$ cat src/hw/mera_defs.svh
`ifndef MERA_DEFS_SVH
`define MERA_DEFS_SVH

// --------------------
// memory geometry
// --------------------

// word address bits inside one segment
`define MEM_AW 8
// segments fitted, numbered from 0
`define MEM_SEGMENTS 2

// --------------------
// timing
// --------------------

// clear period after power-up or panel clear
`define PUKS_CLR_TICKS 16
// cycles without ok before the alarm
`define BUS_TIMEOUT_TICKS 32

`endif
$ cat src/hw/mera_pkg.sv
`include "mera_defs.svh"

package mera_pkg;

	// one bus word, both address and data
	typedef logic [15:0] bus_word_t;

	// nb field, memory segment number
	typedef logic [3:0] seg_t;

	// end of a bus cycle
	typedef enum logic {
		CYC_OK,
		CYC_ALARM
	} cyc_status_t;

	// counters
	// clear period, holds PUKS_CLR_TICKS down to zero
	typedef logic [$clog2(`PUKS_CLR_TICKS + 1)-1:0] clr_cnt_t;

	// no-answer timer while holding the bus
	typedef logic [$clog2(`BUS_TIMEOUT_TICKS + 1)-1:0] tmo_cnt_t;

endpackage

$ cat src/hw/puks.sv
`include "mera_defs.svh"

module puks import mera_pkg::*; (
	input logic clk_sys,
	input logic rst_n,
	// panel clear pulse
	input logic clear,
	// bus clear
	output logic clm
);

	// ticks left in the clear period
	clr_cnt_t clr_cnt;

	// loaded at power-up and on each clear, then runs down
	always_ff @(posedge clk_sys or negedge rst_n) begin
		if (!rst_n) begin
			clr_cnt <= clr_cnt_t'(`PUKS_CLR_TICKS);
		end else if (clear) begin
			clr_cnt <= clr_cnt_t'(`PUKS_CLR_TICKS);
		end else if (clr_cnt != '0) begin
			clr_cnt <= clr_cnt - 1'b1;
		end
	end

	// held while the counter runs
	assign clm = (clr_cnt != '0);

endmodule

$ cat config.mk
export PLATFORM = sky130hd
export DESIGN_NAME = puks
export DESIGN_NICKNAME = d
export VERILOG_FILES = /design/src/hw/mera_pkg.sv /design/src/hw/puks.sv
export VERILOG_INCLUDE_DIRS = /design/src /design/src/hw
export SDC_FILE = /design/constraint.sdc
export NUM_CORES = 1
export LEC_CHECK = 0
export BUFFER_PORTS_ARGS = -buffer_cell sky130_fd_sc_hd__buf_2
export CAP_MARGIN = 40
export CORE_AREA = 3 3 40 42
export CTS_BUF_LIST = sky130_fd_sc_hd__clkbuf_8
export DETAILED_ROUTE_END_ITERATION = 10
export DIE_AREA = 0 0 43 45
export MAX_ROUTING_LAYER = met4
export SYNTH_ARGS = -nofsm -noshare
export SYNTH_HDL_FRONTEND = slang
export SYNTH_SLANG_ARGS = --single-unit
$ cat constraint.sdc
create_clock -name clk_sys -period 1.7 [get_ports clk_sys]
set_input_delay 0.17 -clock clk_sys [delete_from_list [all_inputs] [get_ports clk_sys]]
set_output_delay 0.17 -clock clk_sys [all_outputs]
set_load 0.01 [all_outputs]
# Word level (Yosys, flattened, before mapping)
# Index checks and enable logic that the tools add are counted.
[word_totals]
word_cells = 6
ff_bits = 5
out_inout_bits = 1
[op_classes]
reduce_logical = 2
n_mux = 2
add_sub_neg = 1
[ops]
columns = ["op", "count"]
rows = [
  ["5-bit 2-to-1 mux", 2],
  ["5-bit nonzero test", 1],
  ["5-bit by 1-bit subtractor with 5-bit output (second input constant)", 1],
  ["2-bit nonzero test", 1],
]

# Longest topological paths before layout
[logic_depth]
depth_word = 3
ltp_mapped = 6

# Least setup slack after synthesis
# Ideal clock, no wire load.
[synth_path]
path_type = "register to register"
from = "register clr_cnt[0]"
to = "register clr_cnt[0]"
setup_slack_ps = 189
n_path_buf = 1
period_less_slack_ps = 1511
stages_incl_launch_ff = 7
t_arrival_ps = 1393
path_cell_list = "dfrtp_1 -> inv_1 -> ha_1 -> or4b_4 -> buf_6 -> xnor2_1 -> nor2_1"
[synth_via]
elab_cells_between_ends = 5
cone_classes = "add/sub: 1; mux: 2; reduce/logical: 2"
[synth_rtl]
columns = ["element", "line", "source"]
rows = [
  ["start: declaration", "puks.sv:13", "clr_cnt_t clr_cnt;"],
  ["start signal: assignment", "puks.sv:18", "clr_cnt <= clr_cnt_t'(`PUKS_CLR_TICKS);"],
  ["start signal: assignment", "puks.sv:20", "clr_cnt <= clr_cnt_t'(`PUKS_CLR_TICKS);"],
  ["start signal: assignment", "puks.sv:22", "clr_cnt <= clr_cnt - 1'b1;"],
  ["5-bit nonzero test", "-", ""],
  ["named net clm", "puks.sv:9", "output logic clm"],
  ["2-bit nonzero test (no line)", "-", ""],
]
# The timed path passes the listed nets, and every way through them passes these cells. The select of a mux whose other input is x is not followed.
# A chain may end at the register's enable or synchronous reset.

# Worst setup path after layout
[layout_path]
from = "register clr_cnt[0]"
to = "output clm"
[layout_via]
elab_chain_cells = 1
[layout_rtl]
columns = ["element", "line", "source"]
rows = [
  ["5-bit nonzero test", "puks.sv:27", "assign clm = (clr_cnt != '0);"],
  ["end: declaration", "puks.sv:9", ""],
]
# No other way between the ends.

==> impl_summary.md <==
Outcome
The flow ran to the end, and the final reports show no timing, DRC or antenna violations.

STA
The number of hold violations in the final report is 0. The worst path needs between 1500 and 2000 ps of the cycle, external delays included. The final hold slack is 176.3 ps. The number of pins with negative max-slew slack in the final report is 0. Across all setup checks in the final design, the least slack found is between 60 and 70 ps. Summed over all failing endpoints, the final setup total negative slack is 0 ps.

Setup repair after global routing left no endpoint under its margin. The headroom to the max-slew limit is roughly 90%. For the pin with the worst max-slew slack, the measured transition is around 160 ps. Setup violations remaining at the end of the flow were counted as 0. The maximum operating frequency is just over 0.6 GHz. The final period utilization is a little over nine tenths. Across the routed clock network, the largest skew measured is 0.3660 ps.

Finish
In the final layout, the share of cells above drive strength 1 is 36.36%. The register with the most flip-flops in the layout has 5 of them. Counting flops per register, the top entry is clr_cnt.

After the last flow step, the layout net total stands at 38. The area growth from synthesis to layout is 37.14%. In the final layout, the registers with the most flip-flops are clr_cnt (5).

The number of antenna diodes in the final layout is 0.

GRT
The number of global-route vias before repair was ~180. The total overflow left after global routing is 0. The layer carrying the most global-route usage is met4.

In the global route stage, overall resource usage came out at 6.655%. The initial antenna violation count was 0. The largest net degree at the start of global routing is 6. For met1 alone, demand over resource in global routing was under 10%. The met3 demand-to-capacity share in global routing is roughly 2.4%. The met2 track demand over resource in global routing is between 6 and 7%. The global-route wire length before repair is ~800 um.

Setup path
The critical path's largest stage delay is around 460 ps. The signal on the critical path passes through inv_2, ha_4, or4b_4, buf_2. The launching element type of the critical path is a flip-flop. The critical path is of the flip-flop to primary output type. The required time of the worst setup path is ~1500 ps. The slowest stage of the critical path belongs to the cell or4b_4.

The critical path's top delay family is simple AND/OR/NAND/NOR gates. The number of buffer and inverter stages on the critical path is 2. STA classifies the critical path endpoint as a primary output. Data on the critical path arrives at its endpoint at 1460 ps.

Of all nets on the critical path, the largest fanout is 5. The worst register-to-register path begins at clr_cnt[0]. The most critical setup path has its startpoint at clr_cnt[0].

Die
From bottom edge to top edge, the die measures around 45 um. The total number of placement rows is 13. The total die area is roughly 1900 um2. The core box area is ~1300 um2.

From left edge to right edge, the die measures about 43 um. Once the floorplan was initialized, standard cells occupied about 20% of the core. The boundary pin count is 4.

Pwr
The power density normalized to cell area is 1971 nW/um2. The overall power consumption is between 0.0007 and 0.0008 W. The leakage power figure is approximately 0.17 nW.

The maximum ir drop on the vdd rail is 0.0008245 V.

Clock network
For this design, the sink count on the clock tree is 5. Clock latency on the worst-skew pair, taken at its later pin, is 220 ps. The clock slew at the register clock pins of the worst setup and hold paths is roughly 30 ps. The root buffer cell chosen for the clock tree is clkbuf_8. The number of levels in the clock H-tree is 1. In this run, CTS created clock tree buffers numbering 3. The clock tree from TritonCTS is done. The clock passes through at most 2 buffers.

Synthesis
Yosys printed 0 warnings. In this run, synthesis produced a sequential element count of 5. The mapped netlist covers between 200 and 300 um2. The number of nets handed over by synthesis was 29. In this run the mean area of a mapped cell was 10.51 um2. The share of the yosys chip area belonging to registers is approximately half. The gate count of the mapped netlist is 25. Synthesis instantiated 16 different standard cells from the library.

Worst hold path
In this run the most critical hold path is launched from clear. The min-delay analysis places its worst path in the category input port to flip-flop.

Detailed routing
The number of detailed-routing iterations run before antenna repair is 2. In the final routed layout, each cell accounts on average for around 9.5 um. The post-detailed-routing wire length is ~460 um. The total DRC errors in the routed layout is 0. After detailed routing, the number of vias per cell comes to between 3 and 4.

Summing over every cut layer, the via total after detailed routing is ~190. The count of nets left with antenna violations once routing finished came out at 0. The DRC marker count from the first detailed-route iteration is 2.

Place
The HPWL reported at the end of detailed placement is 318.1 um. The placer's final routability congestion estimate is 0.7671. The number of buffer cells added on primary ports is 3. The post-placement worst setup slack is between 150 and 200 ps.

Job
The number of maximum-capacitance constraint violations is 0.
-- cell type report --
class	instances	area, um2
Fill cell	140	924.6
Sequential cell	5	126.4
Multi-Input combinational cell	16	126.4
Clock buffer	3	41.29
Timing Repair Buffer	5	32.53
Tap cell	15	18.77
Inverter	3	11.26
Clock inverter	1	3.754
-- kinds of logic after synthesis --
group	synth area share (%)
AOI/OAI and AO/OA	14.76
adders and majority gates	4.761
xor gates and xnor gates	3.334
buffers and inverters	8.571
DFF	48.10
and+or+nand+nor	20.48
-- worst paths after layout --
check / end / slack (ps) / cells past startpoint
setup / recovery: clm / 70 / 4
hold reg to reg: clr_cnt[4] / 520 / 1
max in group asynchronous: clr_cnt[4] / 1200 / 2
min in group asynchronous: clr_cnt[3] / 290 / 2
hold / removal: clr_cnt[1] / 180 / 2
setup reg to reg: clr_cnt[0] / 130 / 6
-- layer usage --
layer,routed length (um),vias to the layer above
met5,0,-
met4,14,0
met3,18,2
met2,195,5
met1,227,82
li1,-,99
-- where the power goes --
| part | switching [W] | leakage, nW | internal, W |
|---|---|---|---|
| combinational | 0.000119 | 0.0788 | 0.000152 |
| clock | 0.0000541 | 0.0269 | 0.000154 |
| sequential | 0.0000486 | 0.0621 | 0.000181 |
-- metrics by stage --
stage,utilization (%),cells,cell area (um2)
global route,28.04,48,360.3
finish,28.04,48,360.3
CTS,27.26,48,350.3
floorplan,-,25,262.8
detailed placement,22.20,42,285.3
global placement,22.20,42,285.3
-- cell usage in the layout, fill, tap and decap left out --
cell type / instances
nand2_1: 2
dlygate4sd3_1: 1
a211o_1: 1
dfrtp_1: 4
dfstp_2: 1
nand3b_1: 1
buf_2: 3
clkbuf_8: 3
or3_1: 1
inv_2: 1
xnor2_1: 1
a21o_1: 1
a211oi_2: 1
inv_1: 3
buf_4: 1
a21oi_1: 2
or4b_4: 1
or2b_1: 1
nor2_1: 3
ha_4: 1
-- synth_stat cells --
master    instances  area (um2)
ha_1              1       12.51
inv_1             3       11.26
or4b_4            1       13.76
a21o_1            1       7.510
dfrtp_1           4       100.1
dfstp_2           1       26.28
nand3b_1          1       7.510
a21oi_1           2       10.01
nand2_1           2       7.510
nor2_1            3       11.26
buf_6             1       11.26
a211oi_2          1       12.51
xnor2_1           1       8.760
or2b_1            1       7.510
or3_1             1       6.260
a211o_1           1       8.760
-- timing repair --
action	in CTS	in global routing
hold buffers	1	0
resized for setup	1	2
endpoints found under the setup margin	1	2
endpoints found under the hold margin	5	0
setup buffers	1	0
Power figures use the tool's default switching activity.
