**src/hw/mera_defs.svh**
```systemverilog
`ifndef MERA_DEFS_SVH
`define MERA_DEFS_SVH

// --------------------
// memory geometry
// --------------------

// word address bits inside one segment
`define MEM_AW 8
// segments fitted, numbered from 0
`define MEM_SEGMENTS 2

// --------------------
// timing
// --------------------

// clear period after power-up or panel clear
`define PUKS_CLR_TICKS 16
// cycles without ok before the alarm
`define BUS_TIMEOUT_TICKS 32

`endif
```
**src/hw/mera_pkg.sv**
```systemverilog
`include "mera_defs.svh"

package mera_pkg;

	// one bus word, both address and data
	typedef logic [15:0] bus_word_t;

	// nb field, memory segment number
	typedef logic [3:0] seg_t;

	// end of a bus cycle
	typedef enum logic {
		CYC_OK,
		CYC_ALARM
	} cyc_status_t;

	// counters
	// clear period, holds PUKS_CLR_TICKS down to zero
	typedef logic [$clog2(`PUKS_CLR_TICKS + 1)-1:0] clr_cnt_t;

	// no-answer timer while holding the bus
	typedef logic [$clog2(`BUS_TIMEOUT_TICKS + 1)-1:0] tmo_cnt_t;

endpackage

```
**src/hw/bus_requester.sv**
```systemverilog
`include "mera_defs.svh"

module bus_requester import mera_pkg::*; (
	input logic clk_sys,
	input logic rst_n,
	input logic clm,
	// request side
	input logic req,
	input logic we,
	input seg_t nb,
	input bus_word_t ad,
	input bus_word_t dt,
	output logic busy,
	output logic done,
	output cyc_status_t status,
	output bus_word_t rdt,
	// reservation
	output logic zg,
	input logic zw,
	// bus drivers
	output logic bw,
	output logic br,
	output seg_t bnb,
	output bus_word_t bad,
	output bus_word_t bdt,
	// bus receivers
	input logic bok,
	input bus_word_t brdt
);

	typedef enum logic [1:0] {
		ST_IDLE,
		ST_RESERVE,
		ST_TRANSFER,
		ST_END
	} state_t;

	state_t state;
	tmo_cnt_t tmo_cnt;
	logic we_q;
	seg_t nb_q;
	bus_word_t ad_q;
	bus_word_t dt_q;
	logic accept;
	logic drive;
	logic answered;
	logic tmo_hit;

	// --------------------
	// request latch
	// --------------------

	// END is the cycle zw falls, new work may start there
	assign accept = req && !clm && (state == ST_IDLE || state == ST_END);

	always_ff @(posedge clk_sys) begin
		if (accept) begin
			we_q <= we;
			nb_q <= nb;
			ad_q <= ad;
			dt_q <= dt;
		end
	end

	// --------------------
	// bus drivers
	// --------------------

	// strobes only while granted, isk gates the rest
	assign drive = zw && (state == ST_RESERVE || state == ST_TRANSFER);
	assign bw = drive && we_q;
	assign br = drive && !we_q;
	assign bnb = nb_q;
	assign bad = ad_q;
	assign bdt = dt_q;

	assign answered = (state == ST_TRANSFER) && bok && zw;
	assign tmo_hit = (state == ST_TRANSFER) && (tmo_cnt == tmo_cnt_t'(`BUS_TIMEOUT_TICKS - 1));

	// --------------------
	// cycle FSM
	// --------------------

	always_ff @(posedge clk_sys or negedge rst_n) begin
		if (!rst_n) begin
			state <= ST_IDLE;
			zg <= 1'b0;
			busy <= 1'b0;
			done <= 1'b0;
			status <= CYC_OK;
			tmo_cnt <= '0;
		end else if (clm) begin
			// abort, no done
			state <= ST_IDLE;
			zg <= 1'b0;
			busy <= 1'b0;
			done <= 1'b0;
			tmo_cnt <= '0;
		end else begin
			done <= 1'b0;
			case (state)
				ST_IDLE, ST_END: begin
					state <= ST_IDLE;
					if (accept) begin
						state <= ST_RESERVE;
						zg <= 1'b1;
						busy <= 1'b1;
					end
				end
				ST_RESERVE: begin
					// wait for zw with no limit
					tmo_cnt <= '0;
					if (zw)
						state <= ST_TRANSFER;
				end
				ST_TRANSFER: begin
					if (answered || tmo_hit) begin
						status <= answered ? CYC_OK : CYC_ALARM;
						done <= 1'b1;
						busy <= 1'b0;
						zg <= 1'b0;
						state <= ST_END;
					end else begin
						tmo_cnt <= tmo_cnt + 1'b1;
					end
				end
				default: state <= ST_IDLE;
			endcase
		end
	end

	// read data on a good read, zero for writes and alarms
	always_ff @(posedge clk_sys) begin
		if (!clm && (answered || tmo_hit))
			rdt <= (answered && !we_q) ? brdt : '0;
	end

endmodule

```
**config.mk**
```make
export PLATFORM = sky130hd
export DESIGN_NAME = bus_requester
export DESIGN_NICKNAME = d
export VERILOG_FILES = /design/src/hw/mera_pkg.sv /design/src/hw/bus_requester.sv
export VERILOG_INCLUDE_DIRS = /design/src /design/src/hw
export SDC_FILE = /design/constraint.sdc
export NUM_CORES = 1
export LEC_CHECK = 0
export BUFFER_PORTS_ARGS = -buffer_cell sky130_fd_sc_hd__buf_4
export CELL_PAD_IN_SITES_DETAIL_PLACEMENT = 0
export CELL_PAD_IN_SITES_GLOBAL_PLACEMENT = 2
export CORE_UTILIZATION = 32
export CTS_CLUSTER_DIAMETER = 40
export CTS_CLUSTER_SIZE = 20
export DETAILED_ROUTE_END_ITERATION = 10
export PLACE_DENSITY_LB_ADDON = 0.1
export REMOVE_ABC_BUFFERS = 1
export SETUP_SLACK_MARGIN = 0.15
export SLEW_MARGIN = 30
export SYNTH_ARGS = -nofsm -noshare
export SYNTH_HDL_FRONTEND = slang
export SYNTH_SLANG_ARGS = --single-unit
export TNS_END_PERCENT = 1
```
**constraint.sdc**
```tcl
create_clock -name clk_sys -period 5.3 [get_ports clk_sys]
set_input_delay 0.53 -clock clk_sys [delete_from_list [all_inputs] [get_ports clk_sys]]
set_output_delay 0.53 -clock clk_sys [all_outputs]
set_load 0.005 [all_outputs]
```
Word-level counts from Yosys, hierarchy flattened
Cells that the tools add are included.
{"block": "totals", "reg_bits": 64, "in_bits": 59, "word_cells": 59}
{"block": "classes", "addsub": 1, "eq_ne": 8, "muxes": 16, "bitwise": 1, "n_reduce_logical": 23}
{"cell": "$mux W6", "count": 2}
{"cell": "$pmux W6 S2", "count": 1}
{"cell": "$logic_and A1 B1 Y1", "count": 10}
{"cell": "$ne A3 B3 Y1 const B", "count": 3}
{"cell": "$mux W1", "count": 8}
{"cell": "$add A6 B1 Y6 const B", "count": 1}
{"cell": "$eq A6 B5 Y1 const B", "count": 1}
{"cell": "$mux W2", "count": 3}
{"cell": "$pmux W2 S3", "count": 1}
{"cell": "$reduce_and A3 Y1", "count": 2}
{"cell": "$reduce_bool A3 Y1", "count": 2}
{"cell": "$eq A2 B2 Y1 const B", "count": 2}
{"cell": "$reduce_and A2 Y1", "count": 2}
{"cell": "$logic_or A1 B1 Y1", "count": 3}
{"cell": "$ne A3 B2 Y1 const B", "count": 1}
{"cell": "$eq A2 B1 Y1 const B", "count": 1}
{"cell": "$logic_not A1 Y1", "count": 2}
{"cell": "$logic_not A2 Y1", "count": 1}
{"cell": "$pmux W1 S2", "count": 1}
{"cell": "$reduce_or A2 Y1", "count": 1}
{"cell": "$not A1 Y1", "count": 1}

Longest topological paths before layout
{"block": "depth", "depth_word": 7, "depth_mapped": 7, "depth_no_buf": 6}

Worst setup path after synthesis
OpenSTA, ideal clock, no wires.
{"block": "synth_path", "kind": "register -> register", "from": "register state[0]", "to": "register ad_q[0], in the netlist bad[0], enable pin", "t_arrival_ns": 2.380, "path_slack_ns": 2.489, "path_stages_with_launch": 5, "period_less_slack_ns": 2.811, "cell_sequence": "dfrtp_1 > inv_1 > ha_1 > nand2_1 > nor2_1"}
{"block": "synth_via", "elab_chain_cells": 3, "word_cells_on_any_way": 4, "classes_between": "1 x eq/ne; 3 x reduce/logical"}
{"item": "start: declaration", "line_no": "bus_requester.sv:38", "source": "state_t state;"}
{"item": "start signal: assignment", "line_no": "bus_requester.sv:86", "source": "state <= ST_IDLE;"}
{"item": "start signal: assignment", "line_no": "bus_requester.sv:94", "source": "state <= ST_IDLE;"}
{"item": "start signal: assignment", "line_no": "bus_requester.sv:103", "source": "state <= ST_IDLE;"}
{"item": "$eq A2 B2 Y1 or $logic_not A2 Y1 (tied branches)", "line_no": "bus_requester.sv:54", "source": "assign accept = req && !clm && (state == ST_IDLE || state == ST_END);"}
{"item": "$logic_or A1 B1 Y1 (*)", "line_no": "bus_requester.sv:54"}
{"item": "$logic_and A1 B1 Y1 (*)", "line_no": "bus_requester.sv:54"}
{"item": "net accept", "line_no": "bus_requester.sv:44", "source": "logic accept;"}
{"item": "end signal: assignment", "line_no": "bus_requester.sv:60", "source": "ad_q <= ad;"}
{"item": "end: declaration", "line_no": "bus_requester.sv:42", "source": "bus_word_t ad_q;"}
The timed path passes the listed nets; every way through them passes the cells marked *.
A chain may end at the register's enable or synchronous reset.

Worst setup path after layout
{"block": "layout_path", "from": "register state[0]", "to": "output port br"}
{"block": "layout_via", "elab_chain_cells": 4, "word_cells_on_any_way": 5, "classes_between": "2 x eq/ne; 3 x reduce/logical"}
{"item": "$eq A2 B1 Y1 or $eq A2 B2 Y1 (tied branches)", "line_no": "bus_requester.sv:70", "source": "assign drive = zw && (state == ST_RESERVE || state == ST_TRANSFER);"}
{"item": "$logic_or A1 B1 Y1 (*)", "line_no": "bus_requester.sv:70"}
{"item": "$logic_and A1 B1 Y1 (*)", "line_no": "bus_requester.sv:70"}
{"item": "$logic_and A1 B1 Y1 (*)", "line_no": "bus_requester.sv:72", "source": "assign br = drive && !we_q;"}
{"item": "end: declaration", "line_no": "bus_requester.sv:22", "source": "output logic br,"}
Mark *: on every way between the ends. The rest lies on a longest branch, timed or not.

==> reports/results.ini <==
[critical_path]
worstPathMaxFanout=5
worstPathCellList=inv_1, ha_1, nor3b_1, buf_4
crit_arrival_ns=1.48
required_time_at_the_worst_slack_endpoint_ns=4.77
cp-start-kind=flip-flop
critical-path-slowest-cell=dfrtp_1
crit_buf_inv=2
crit_path_end_kind=output port
cpLargestDelayFamily=flip-flops
worst_path_largest_cell_delay_ns=0.38
crit_type=reg2out

[logic_synthesis]
synthAdderAreaFrac_pct=1.54
synth_top_cells_by_area=edfxtp_1 65%, dfrtp_1 11%, and2_1 4.4%
synthesis.yosys.warnings=0
syn_area_per_cell_um2=17.3
simple_gate_area_share_of_the_yosys_netlist_pct=11.9
netlist.area_leader.share_pct=65.4
synth_largest_area_cell=edfxtp_1
synth.area.mux_share_pct=0.411
synth-seq-area-share_pct=76.7
synth-xor-area-share_pct=0
synth_area_um2=2430
postSynthRegisterBits=64
dominant_combinational_cell_family_by_area_after_synthesis=simple AND/OR/NAND/NOR gates
synth-compound-area-share_pct=7.66
ys_types=36
synth_cells=141

[layout]
layout.nets=329
n_fill_cell=658
area_growth_syn_to_layout_pct=48.4
commonest_non_fill_non_tap_cells_in_the_layout=117 x buf_4, 53 x edfxtp_1, 17 x and2_1, 11 x dfrtp_1, 9 x clkbuf_8
utilization_pct=49.6
final_common_cell=buf_4
number_of_diodes_added_for_antenna_fixing=0
post_route_cells_drive_above_1_share_pct=53.3
filler_free_cell_count_of_the_finished_design=371

[global_route]
groute.usage.overall_pct=13.9
grt_start_max_net_pins=24
met3_usage_pct=3.51
grt_antenna_before_repair=0
grt_first_pass_wirelength_um=7750
grt_overflow_total=0
globalRouteMet2Util_pct=20.3
global_route.usage.met1_pct=18.4
top_usage_layer=met2
grt_pass1_vias=1466

[floorplan]
die_w_um=89.2
die_y_um=89.2
start_util_pct=33.4
fp.dieArea_um2=7960
fp-row-count=31
design.core.area_um2=7290
top_level_i_o_count=117

[cts]
ctsLongestPathBuffers=2
clkSlewWorstSetupHoldPaths_ns=0.07
cts_hold_buf=0
cts_tree=yes
number_of_buffers_inserted_during_clock_tree_synthesis=9
clock_root_cell=clkbuf_8
post_cts_buffers=0
clock_sinks=64
clock_latency_ns=0.34
ctsHtreeMaxLevel=3
postCtsResizedCells=0

[power]
vdd_drop_max_uv=164
power_mw=1.21
power.density_nw_per_um2=336
power_leakage_nw=1.60

[sta]
fin_skew_ns=0.00608
min_period_over_period_pct=38.0
finalSetupViolations=0
final_hold_viol_count=0
rsz0062_at_grt=no
timing.slew.headroom_pct=64.9
tightest_slew_ns=0.526
finalWorstPathRequiredPeriod_ns=2.01
finalSetupTns_ns=0
timing.final.ws_setup_ns=3.29
peak_clock_frequency_supported_by_timing_mhz=497
finalMaxSlewViolations=0

[place]
dp.cells=355
place_worst_setup_slack_ns=3.43
finalWeightedCongestion=0.721
io_buffer_count=116
dp_hpwl_um=3740

[route]
detailedRoute.firstIterationViolations=71
viasPerCell=4.32
detail-route-antenna-nets=0
totalWireLength_um=5210
avgRoutedWirePerCell_um=14.0
first_pass_iters=4
vias=1603
dr_drc_count=0

[job]
maxCapViolCount=0

[worst_hold_path]
worst_hold_path_type=in2async

[outcome]
status=complete, no violations

synth_stat cells:
cell type / count
a21oi_1: 4
a32oi_1: 1
a41oi_1: 2
and2_1: 17
and2b_2: 1
and3_1: 1
buf_4: 1
buf_6: 2
dfrtp_1: 11
edfxtp_1: 53
ha_1: 3
inv_1: 4
mux2i_1: 1
nand2_1: 3
nand2_2: 1
nand2_4: 1
nand2b_1: 3
nand3_1: 3
nand3b_1: 1
nand3b_4: 1
nand4_1: 1
nor2_1: 3
nor3_2: 1
nor3b_1: 1
nor3b_2: 1
nor3b_4: 1
o211ai_4: 1
o21a_1: 1
o21ai_0: 7
o21ai_1: 2
o21ai_4: 1
o22a_1: 2
o22ai_1: 1
o2bb2ai_1: 2
o41ai_1: 1
or3_4: 1
metal layers:
metal / wire [um] / vias up
met5: 0 / -
met4: 110 / 0
met3: 417 / 9
met2: 2370 / 67
met1: 2310 / 740
li1: - / 787
stage by stage:
stage	hold WS [ns]	cell area (um^2)
2_1_floorplan	0.234	2400
3_3_place_gp	0.378	3410
3_5_place_dp	0.380	3440
4_1_cts	0.00343	3610
5_1_grt	0.0110	3610
6_report	0.0177	3610
cell type report:
class	count	area, um^2	share of cell area (%)
inverter	4	15.0	0.416
clock buffer	9	124	3.43
multi-input combinational	70	531	14.7
timing repair buffer	118	906	25.1
tap	99	124	3.43
sequential	64	1870	51.7
clock inverter	7	47.5	1.32
state kept, by name (all words and copies together), names as in the netlist:
| name | cells |
|---|---|
| state | 2 |
| status | 1 |
| bad | 16 |
| tmo_cnt | 6 |
| we_q | 1 |
| rdt | 16 |
| zg | 1 |
| bnb | 4 |
| bdt | 16 |
| done | 1 |
worst reg2reg max path: stages (launching register included):
cell and delay, ns:
dfrtp_1 0.38, inv_1 0.05, ha_1 0.36, nand2_1 0.13
nor2_4 0.41, buf_16 0.23
final timing paths:
path | slack [ns] | depth (start not counted) | endpoint | start
worst max-delay path | 3.29 | 4 | br | state[0]$_DFFE_PN0P_
worst max register to register | 3.43 | 5 | bdt[6]$_DFFE_PP_ | state[0]$_DFFE_PN0P_
worst min-delay path | 0.02 | 1 | zg$_DFFE_PN0P_ | rst_n
worst min register to register | 0.51 | 1 | status$_DFFE_PN0P_ | status$_DFFE_PN0P_
max in group asynchronous | 5.13 | 1 | done$_DFF_PN0_ | rst_n
min in group clk_sys | 0.36 | 1 | we_q$_DFFE_PP_ | we
power breakdown:
part	switching (mW)	internal (mW)	leakage, nW
Clock	0.196	0.169	0.0854
Sequential	0.0197	0.604	0.653
Combinational	0.105	0.120	0.859
cells by family after synthesis:
kind of cell | count (synthesis)
flip-flops | 64
AND/OR/NAND/NOR | 41
AO/OA/AOI/OAI | 25
adder cells (fa/ha/maj) | 3
buffers and inverters | 7
multiplexers | 1
(Power assumes the default switching activity.)
