## config.mk

```make
export PLATFORM = sky130hd
export DESIGN_NAME = isk
export DESIGN_NICKNAME = d
export VERILOG_FILES = /design/src/hw/mera_pkg.sv /design/src/hw/isk.sv
export VERILOG_INCLUDE_DIRS = /design/src /design/src/hw
export SDC_FILE = /design/constraint.sdc
export NUM_CORES = 1
export LEC_CHECK = 0
export BUFFER_PORTS_ARGS = -buffer_cell sky130_fd_sc_hd__buf_2
export CAP_MARGIN = 15
export CORE_MARGIN = 3
export CORE_UTILIZATION = 31
export CTS_CLUSTER_DIAMETER = 50
export CTS_CLUSTER_SIZE = 8
export DETAILED_ROUTE_END_ITERATION = 8
export PLACE_DENSITY = 0.92
export SKIP_CTS_REPAIR_TIMING = 1
export SLEW_MARGIN = 20
export SYNTH_ARGS = -nofsm -noshare
export SYNTH_HDL_FRONTEND = slang
export SYNTH_SLANG_ARGS = --single-unit
```

## constraint.sdc

```tcl
create_clock -name clk_sys -period 1.1 [get_ports clk_sys]
set_input_delay 0.055 -clock clk_sys [delete_from_list [all_inputs] [get_ports clk_sys]]
set_output_delay 0.055 -clock clk_sys [all_outputs]
set_load 0.02 [all_outputs]
```

## src/hw/mera_defs.svh

```systemverilog
`ifndef MERA_DEFS_SVH
`define MERA_DEFS_SVH

// --------------------
// memory geometry
// --------------------

// word address bits inside one segment
`define MEM_AW 8
// segments fitted, numbered from 0
`define MEM_SEGMENTS 2

// --------------------
// timing
// --------------------

// clear period after power-up or panel clear
`define PUKS_CLR_TICKS 16
// cycles without ok before the alarm
`define BUS_TIMEOUT_TICKS 32

`endif
```

## src/hw/mera_pkg.sv

```systemverilog
`include "mera_defs.svh"

package mera_pkg;

	// one bus word, both address and data
	typedef logic [15:0] bus_word_t;

	// nb field, memory segment number
	typedef logic [3:0] seg_t;

	// end of a bus cycle
	typedef enum logic {
		CYC_OK,
		CYC_ALARM
	} cyc_status_t;

	// counters
	// clear period, holds PUKS_CLR_TICKS down to zero
	typedef logic [$clog2(`PUKS_CLR_TICKS + 1)-1:0] clr_cnt_t;

	// no-answer timer while holding the bus
	typedef logic [$clog2(`BUS_TIMEOUT_TICKS + 1)-1:0] tmo_cnt_t;

endpackage

```

## src/hw/isk.sv

```systemverilog
module isk import mera_pkg::*; (
	input logic clk_sys,
	input logic rst_n,
	input logic clm,
	// reservation
	input logic zg1,
	input logic zg2,
	output logic zw1,
	output logic zw2,
	// requester drivers
	input logic w1,
	input logic r1,
	input logic w2,
	input logic r2,
	input seg_t nb1,
	input seg_t nb2,
	input bus_word_t ad1,
	input bus_word_t ad2,
	input bus_word_t dt1,
	input bus_word_t dt2,
	// memory side
	output logic mem_w,
	output logic mem_r,
	output seg_t mem_nb,
	output bus_word_t mem_ad,
	output bus_word_t mem_dt,
	input logic mem_ok,
	input bus_word_t mem_rdt,
	// receivers back to requesters
	output logic ok,
	output bus_word_t rdt
);

	typedef enum logic [1:0] {
		RES_FREE,
		RES_OWN1,
		RES_OWN2
	} res_t;

	res_t res;
	res_t res_nxt;

	// fixed priority, requester 1 wins a free bus
	always_comb begin
		res_nxt = res;
		case (res)
			RES_FREE: begin
				if (zg1)
					res_nxt = RES_OWN1;
				else if (zg2)
					res_nxt = RES_OWN2;
			end
			RES_OWN1: begin
				if (!zg1)
					res_nxt = RES_FREE;
			end
			RES_OWN2: begin
				if (!zg2)
					res_nxt = RES_FREE;
			end
			default: res_nxt = RES_FREE;
		endcase
	end

	always_ff @(posedge clk_sys or negedge rst_n) begin
		if (!rst_n)
			res <= RES_FREE;
		else if (clm)
			res <= RES_FREE;
		else
			res <= res_nxt;
	end

	// grants, dropped at once by clear
	assign zw1 = (res == RES_OWN1) && !clm;
	assign zw2 = (res == RES_OWN2) && !clm;

	// drivers gated by grant, then wired-or onto memory receivers
	assign mem_w = (w1 & zw1) | (w2 & zw2);
	assign mem_r = (r1 & zw1) | (r2 & zw2);
	assign mem_nb = (nb1 & {$bits(seg_t){zw1}}) | (nb2 & {$bits(seg_t){zw2}});
	assign mem_ad = (ad1 & {$bits(bus_word_t){zw1}}) | (ad2 & {$bits(bus_word_t){zw2}});
	assign mem_dt = (dt1 & {$bits(bus_word_t){zw1}}) | (dt2 & {$bits(bus_word_t){zw2}});

	// answer only reaches the bus while someone owns it
	assign ok = mem_ok & (zw1 | zw2);
	assign rdt = mem_rdt;

endmodule

```

# Word-level counts from Yosys, hierarchy flattened
# Index checks and enable logic that the tools add are counted.
word_totals:
  wordCells: 34
  input_bits: 98
  regBits: 2
  output_inout_bits: 57
op_classes:
  bitwise: 17
  reduce_logical: 5
  n_eq_ne: 5
  mux: 6
ops:
  columns: ["op", "n"]
  rows:
  - ["bitwise AND 16 bit", 4]
  - ["OR 16 bit", 2]
  - ["2-to-1 mux 2 bit", 5]
  - ["bitwise AND 4 bit", 2]
  - ["!= test 3 bit (second input constant)", 2]
  - ["case mux 2 bit (3 select lines)", 1]
  - ["bitwise AND 1 bit", 5]
  - ["!= test 4 bit (second input constant)", 1]
  - ["OR 4 bit", 1]
  - ["OR 1 bit", 3]
  - ["AND reduction 3 bit", 1]
  - ["== test 2 x 1 -> 1 bit (second input constant)", 1]
  - ["== test 2 bit (second input constant)", 1]
  - ["logical AND 1 bit", 2]
  - ["zero test 2 bit", 1]
  - ["zero test 1 bit", 1]

# Longest topological paths before layout
# Gate-level depths: netlist of the first run.
depth:
  ltp_word: 4
  ltp_mapped: 4
  mapped_depth_nobuf: 2

# Worst setup path before layout of the first run
# OpenSTA, ideal clock, no wires.
synth_timing:
  kind: "register to output"
  from: "register res[1]"
  to: "output mem_dt[10]"
  t_required_ns: 1.045
  arrival_time_ns: 1.291
  slack_ns: -0.246
  n_path_buf: 1
  stages_incl_launch_ff: 4
  cell_sequence: "dfrtp_1 -> nand2b_4 -> buf_2 -> o32ai_1"
synth_via:
  elab_chain_cells: 4
  word_cells_on_any_way: 7
  classes_between: "eq/ne: 2; bitwise: 3; reduce/logical: 2"
synth_lines:
  columns: ["element", "line_no", "rtl"]
  rows:
  - ["start, declared", "isk.sv:40", "res_t res;"]
  - ["start signal, assigned", "isk.sv:71", "res <= res_nxt;"]
  - ["== test 2 x 1 -> 1 bit or == test 2 bit (tied branches)", "isk.sv:75, isk.sv:76", null]
  - ["logical AND 1 bit, on equally long branches", "isk.sv:75, isk.sv:76", null]
  - ["bitwise AND 16 bit", "isk.sv:83", "assign mem_dt = (dt1 & {$bits(bus_word_t){zw1}}) | (dt2 & {$bits(bus_word_t){zw2}});"]
  - ["OR 16 bit (*)", "isk.sv:83", null]
  - ["end, declared", "isk.sv:26", "output bus_word_t mem_dt,"]
# Mark *: on every way between the ends. The rest lies on a longest branch, timed or not.

# Worst setup path after layout of the first run
layout_timing:
  from: "register res[1]"
  to: "output mem_dt[9]"
# The elaborated chain is that of the path after synthesis.

==> impl_metrics.py, run 1 <==
metrics = {
    "setup_path": {
        "start_kind": "register",
        "endpoint_kind": "output pin",
        "cp.arrival_ns": 1.41,
        "cp_max_fo": 18,
        "worstSetupPathType": "reg2out",
        "cp.required_ns": 1.04,
        "reg2regPathDepth": 2,
    },
    "die": {
        "die_area_um2": 4390,
        "io_pins": 155,
        "start_util_pct": 32.9,
        "die_h_um": 66.2,
        "coreArea_um2": 3420,
        "num_rows": 21,
        "chipWidth_um": 66.2,
    },
    "route": {
        "drt_wl_total_um": 4080,
        "vias": 1476,
        "drc": 0,
        "ant_nets": 0,
        "dr.pass1.iters": 4,
        "via_per_inst": 4.81,
        "wl_per_cell_um": 13.3,
        "drt_iter0_drc": 32,
    },
    "clocking": {
        "cts_root_buffer": "clkbuf_4",
        "ctsHtreeMaxLevel": 1,
        "cts.clk_slew.worst_paths_ns": 0.03,
        "cts_buffers": 3,
        "ctsLongestPathBuffers": 2,
        "clock_sinks": 2,
        "clk_latency_ns": 0.23,
        "cts_tree": "yes",
    },
    "worst_hold_path": {
        "hold_depth": 2,
        "hp-class": "in2reg",
    },
    "yosys": {
        "yosys_warnings": 0,
        "netlist_instances": 158,
        "synth-seq-cells": 2,
        "synth.avg_cell_area_um2": 7.12,
        "seq_area_frac_synth_pct": 4.45,
        "yosys.cell_types.count": 14,
        "synth_nets": 256,
        "netlist_area_um2": 1120,
    },
    "pwr": {
        "ir_worst_vdd_v": 0.000322,
        "leakage_nw": 1.08,
        "power.density_nw_per_um2": 445,
        "finalPower_mw": 1.05,
    },
    "sta": {
        "fin_crit_sh_pct": 133,
        "report.final.slew_viol_count": 0,
        "finalWorstPathRequiredPeriod_ns": 1.46,
        "worst_pin_slew_ns": 0.237,
        "grt_setup_unrepaired": "yes",
        "relSlewSlack_pct": 84.0,
        "fin_skew_ns": 0.00406,
        "clock.fmax_mhz": 684,
        "finalSetupViolCount": 41,
        "holdWs_ns": 0.0926,
        "finalHoldViolations": 0,
        "setup_ws_ns": -0.361,
    },
    "global_route": {
        "overflow": 0,
        "grt_usage_pct": 15.7,
        "antenna_found_initial": 0,
        "grt_max_degree": 43,
        "grt_pass1_wl_um": 5590,
        "grt_pass1_vias": 1296,
    },
    "final_layout": {
        "final_cell_mix": "80 x buf_2, 39 x nand2b_1, 38 x inv_1, 28 x buf_4",
        "stdcell_area_um2": 2370,
        "utilization_pct": 69.4,
        "num_antenna_cells": 0,
        "drive_above_1_share_pct": 68.2,
        "multi_input_area_um2": 1150,
        "regMostFlops": "res",
        "largest_reg_flops": 2,
        "stdcell_count": 307,
        "final_common_cell": "buf_2",
        "regArea_um2": 50.0,
        "final_nets": 361,
        "nFillCells": 267,
        "area_growth_pct": 111,
        "reg_top3": "res x2",
    },
    "place": {
        "io_buffers": 122,
        "hpwl_um": 3130,
        "post-place-cells": 303,
        "place_congestion": 0.701,
        "dpl_cell_area_um2": 2120,
    },
    "outcome": {
        "violations": "negative setup slack",
        "run_status": "finished, violations left",
    },
    "run": {
        "max_cap_viol_count": 0,
    },
}
[kinds of logic after synthesis]
family,share of synthesized area (%)
AND/OR/NAND/NOR,26.8
flip-flops,4.45
buffers and inverters,32.0
AO/OA/AOI/OAI,36.7
[per-layer routing]
layer / GRT usage, % / up-vias / wire length (um)
li1: - / 737 / -
met3: 2.04 / 4 / 338
met5: 0 / - / 0
met2: 32.0 / 70 / 2340
met1: 16.3 / 665 / 1370
met4: 4.06 / 0 / 35
[final timing paths]
path / start / to / slack, ns
worst max-delay path: res[1] / mem_dt[9] / -0.36
worst min-delay path: zg2 / res[1] / 0.09
min in group asynchronous: rst_n / res[1] / 0.15
max in group asynchronous: rst_n / res[0] / 0.85
worst min register to register: res[0] / res[1] / 0.56
worst max register to register: res[0] / res[1] / 0.20
[Yosys cell counts, drive strengths merged]
| cell type | n | area share (%) |
|---|---|---|
| clkbuf | 7 | 2.3 |
| buf | 26 | 17 |
| a21oi | 1 | 0.44 |
| dfrtp | 2 | 4.4 |
| nand2b | 41 | 23 |
| inv | 38 | 13 |
| nor3b | 3 | 2.0 |
| nor2b | 1 | 0.56 |
| nor4b | 1 | 0.78 |
| o32ai | 38 | 36 |
[worst max-delay path, stage by stage (launching register included)]
cell      delay (ns)
dfrtp_1         0.39
nand2b_4        0.17
buf_12          0.18
o32ai_2         0.24
buf_4           0.19
[report_power, final]
part           switching (mW)  internal [mW]
logic                   0.408          0.399
clock network          0.0460          0.121
registers             0.00278         0.0778
total                   0.456          0.598
[area by class of cell]
type,count,share of cell area (%)
multi-input combinational,85,48.7
timing repair buffer,133,39.8
inverter,38,6.02
tap,46,2.43
sequential,2,2.11
clock buffer,3,0.950
[through the flow]
step / TNS (ns) / setup WS, ns
2_1_floorplan: -3.09 / -0.117
3_5_place_dp: -3.59 / -0.112
3_3_place_gp: -2.76 / -0.0882
5_1_grt: -14.11 / -0.413
4_1_cts: -13.55 / -0.365
6_report: -12.24 / -0.361
Note: power is estimated with default switching activity, not from simulation.
==> run 2, diff against run 1 <==
--- a/config.mk
+++ b/config.mk
@@ -14,7 +14,6 @@
 export CTS_CLUSTER_SIZE = 8
 export DETAILED_ROUTE_END_ITERATION = 8
 export PLACE_DENSITY = 0.92
-export SKIP_CTS_REPAIR_TIMING = 1
 export SLEW_MARGIN = 20
 export SYNTH_ARGS = -nofsm -noshare
 export SYNTH_HDL_FRONTEND = slang
==> run 2 against run 1 <==
The run still ends with negative setup slack left. Critical path type unchanged. Non-clock buffer count grew 3. Setup slack lost 0.019 ns. Critical endpoint unchanged. Largest cell class unchanged. Sequential power about the same. Total power rose by 1.6%. Highest routed layer unchanged.
==> impl_metrics.py, run 2 (synthesized netlist as in run 1, its figures left out) <==
metrics = {
    "outcome": {
        "run_status": "finished, violations left",
        "violations": "negative setup slack",
    },
    "setup_path": {
        "cp.arrival_ns": 1.43,
        "timing.critical_path.from": "res[0]",
        "r2r-end": "res[1]",
        "start_kind": "register",
        "cp.required_ns": 1.04,
        "reg2regPathDepth": 4,
        "worstSetupPathType": "reg2out",
        "rrSetupSlack_ns": 0.17,
        "r2r-start": "res[1]",
        "endpoint_kind": "output pin",
        "cp_max_fo": 9,
    },
    "pwr": {
        "ir_worst_vdd_v": 0.000328,
        "sw_frac_of_total_pct": 42.4,
        "switchingPower_mw": 0.455,
        "power.density_nw_per_um2": 445,
        "p_comb_share_pct": 77.4,
        "leakage_nw": 1.11,
        "sequentialPowerShare_pct": 7.5,
        "finalPower_mw": 1.07,
        "internal_power_mw": 0.617,
        "clkPwrFrac_pct": 15.1,
    },
    "route": {
        "dr.pass1.iters": 2,
        "wl_per_cell_um": 13.6,
        "wl_met3_um": 336,
        "wl_met2_um": 2390,
        "via_per_inst": 4.83,
        "top_layer": "met4",
        "drc": 0,
        "drt-met1-wl_um": 1440,
        "drt_wl_total_um": 4230,
        "vias": 1497,
        "ant_nets": 0,
        "drt_iter0_drc": 26,
    },
    "sta": {
        "fin_crit_sh_pct": 135,
        "finalWorstPathRequiredPeriod_ns": 1.48,
        "worst_pin_slew_ns": 0.223,
        "report.final.slew_viol_count": 0,
        "fin_skew_ns": 0.00398,
        "grt_setup_unrepaired": "yes",
        "setup_ws_ns": -0.381,
        "finalHoldViolations": 0,
        "relSlewSlack_pct": 84.9,
        "fin_setup_tns_ns": -12.38,
        "finalSetupViolCount": 41,
        "holdWs_ns": 0.104,
        "clock.fmax_mhz": 675,
    },
    "worst_hold_path": {
        "holdPathEnd": "res[1]",
        "hold_depth": 2,
        "hp-class": "in2reg",
        "min_from": "zg2",
    },
    "global_route": {
        "grt_usage_pct": 16.8,
        "grt_max_degree": 43,
        "grt_pass1_vias": 1347,
        "antenna_found_initial": 0,
        "overflow": 0,
        "grt_pass1_wl_um": 5950,
    },
    "clocking": {
        "clk_latency_ns": 0.23,
        "cts_tree": "yes",
        "cts_root_buffer": "clkbuf_4",
        "cts_buffers": 3,
        "ctsLongestPathBuffers": 2,
        "cts.clk_slew.worst_paths_ns": 0.03,
        "clock_sinks": 2,
        "ctsHtreeMaxLevel": 1,
    },
    "final_layout": {
        "num_antenna_cells": 0,
        "reg_top3": "res x2",
        "drive_above_1_share_pct": 68.6,
        "stdcell_area_um2": 2400,
        "final_cell_mix": "80 x buf_2, 39 x nand2b_1, 38 x inv_1, 30 x buf_4, 21 x o32ai_2",
        "area_growth_pct": 114,
        "largest_reg_flops": 2,
        "utilization_pct": 70.4,
        "final_common_cell": "buf_2",
        "regMostFlops": "res",
        "final_nets": 364,
    },
    "die": {
        "chipWidth_um": 66.2,
        "io_pins": 155,
        "coreArea_um2": 3420,
        "num_rows": 21,
        "die_area_um2": 4390,
        "die_h_um": 66.2,
        "start_util_pct": 32.9,
    },
    "place": {
        "io_buffers": 122,
        "dpl_cell_area_um2": 2120,
        "hpwl_um": 3130,
        "place_congestion": 0.701,
    },
    "run": {
        "max_cap_viol_count": 0,
    },
}
==> run 2: changes by cell type in the layout (fill, tap and decap cells not counted), sizes merged <==
| cell | delta |
|---|---|
| clkbuf | +1 |
| buf | +2 |
==> run 2: routing by layer <==
layer  vias to the layer above  global-route usage [%]
met1                       676                    17.3
met3                         6                    1.87
met4                         0                    4.82
met5                         -                       0
li1                        743                       -
met2                        72                    34.4
==> run 2: repair_timing <==
| item | CTS | global route |
|---|---|---|
| endpoints found under the hold margin | 2 | 0 |
| resized for setup | 54 | 9 |
| endpoints found under the setup margin | 41 | 41 |
| hold buffers | 1 | 0 |
| pin swaps | 1 | 0 |
| buffers inserted | 1 | 0 |
| cloned | 1 | 1 |
==> run 2: area by class of cell <==
class                   count  area [um^2]
clock buffers               3         22.5
multi-input cells          85         1130
fillers                   266         1010
inverters                  38          143
repair buffers            136         1000
flip-flops and latches      2         50.0
well taps                  46         57.6
==> run 2: worst max-delay path, stage by stage, from the launching register on <==
cell and delay (ns):
dfrtp_1 0.36, buf_6 0.11, nand2b_4 0.10, clkbuf_16 0.21, o32ai_2 0.23, buf_4 0.19
==> run 2: through the flow <==
step / setup WS (ns) / std cells
after floorplan: -0.117 / 158
after global placement: -0.0882 / 303
after detailed placement: -0.112 / 303
after CTS: -0.341 / 309
after global routing: -0.440 / 310
final: -0.381 / 310
==> run 2: power groups by stage <==
stage          sequential [mW]  clock (mW)  combinational [mW]
3_3_place_gp            0.0812           0               0.717
4_1_cts                 0.0799       0.174               0.808
5_1_grt                 0.0807       0.176               0.883
2_1_floorplan           0.0831           0               0.557
6_report                0.0804       0.162               0.829
3_5_place_dp            0.0813           0               0.736
==> run 2: how the worst max path moves through the flow <==
stage	endpoint	cells after the start	slack (ns)
final	mem_dt[9]	5	-0.38
after global routing	mem_dt[9]	5	-0.44
after CTS	mem_ad[12]	5	-0.34
after detailed placement	mem_ad[0]	4	-0.11
after global placement	mem_ad[7]	4	-0.09
after floorplan	mem_ad[3]	3	-0.12
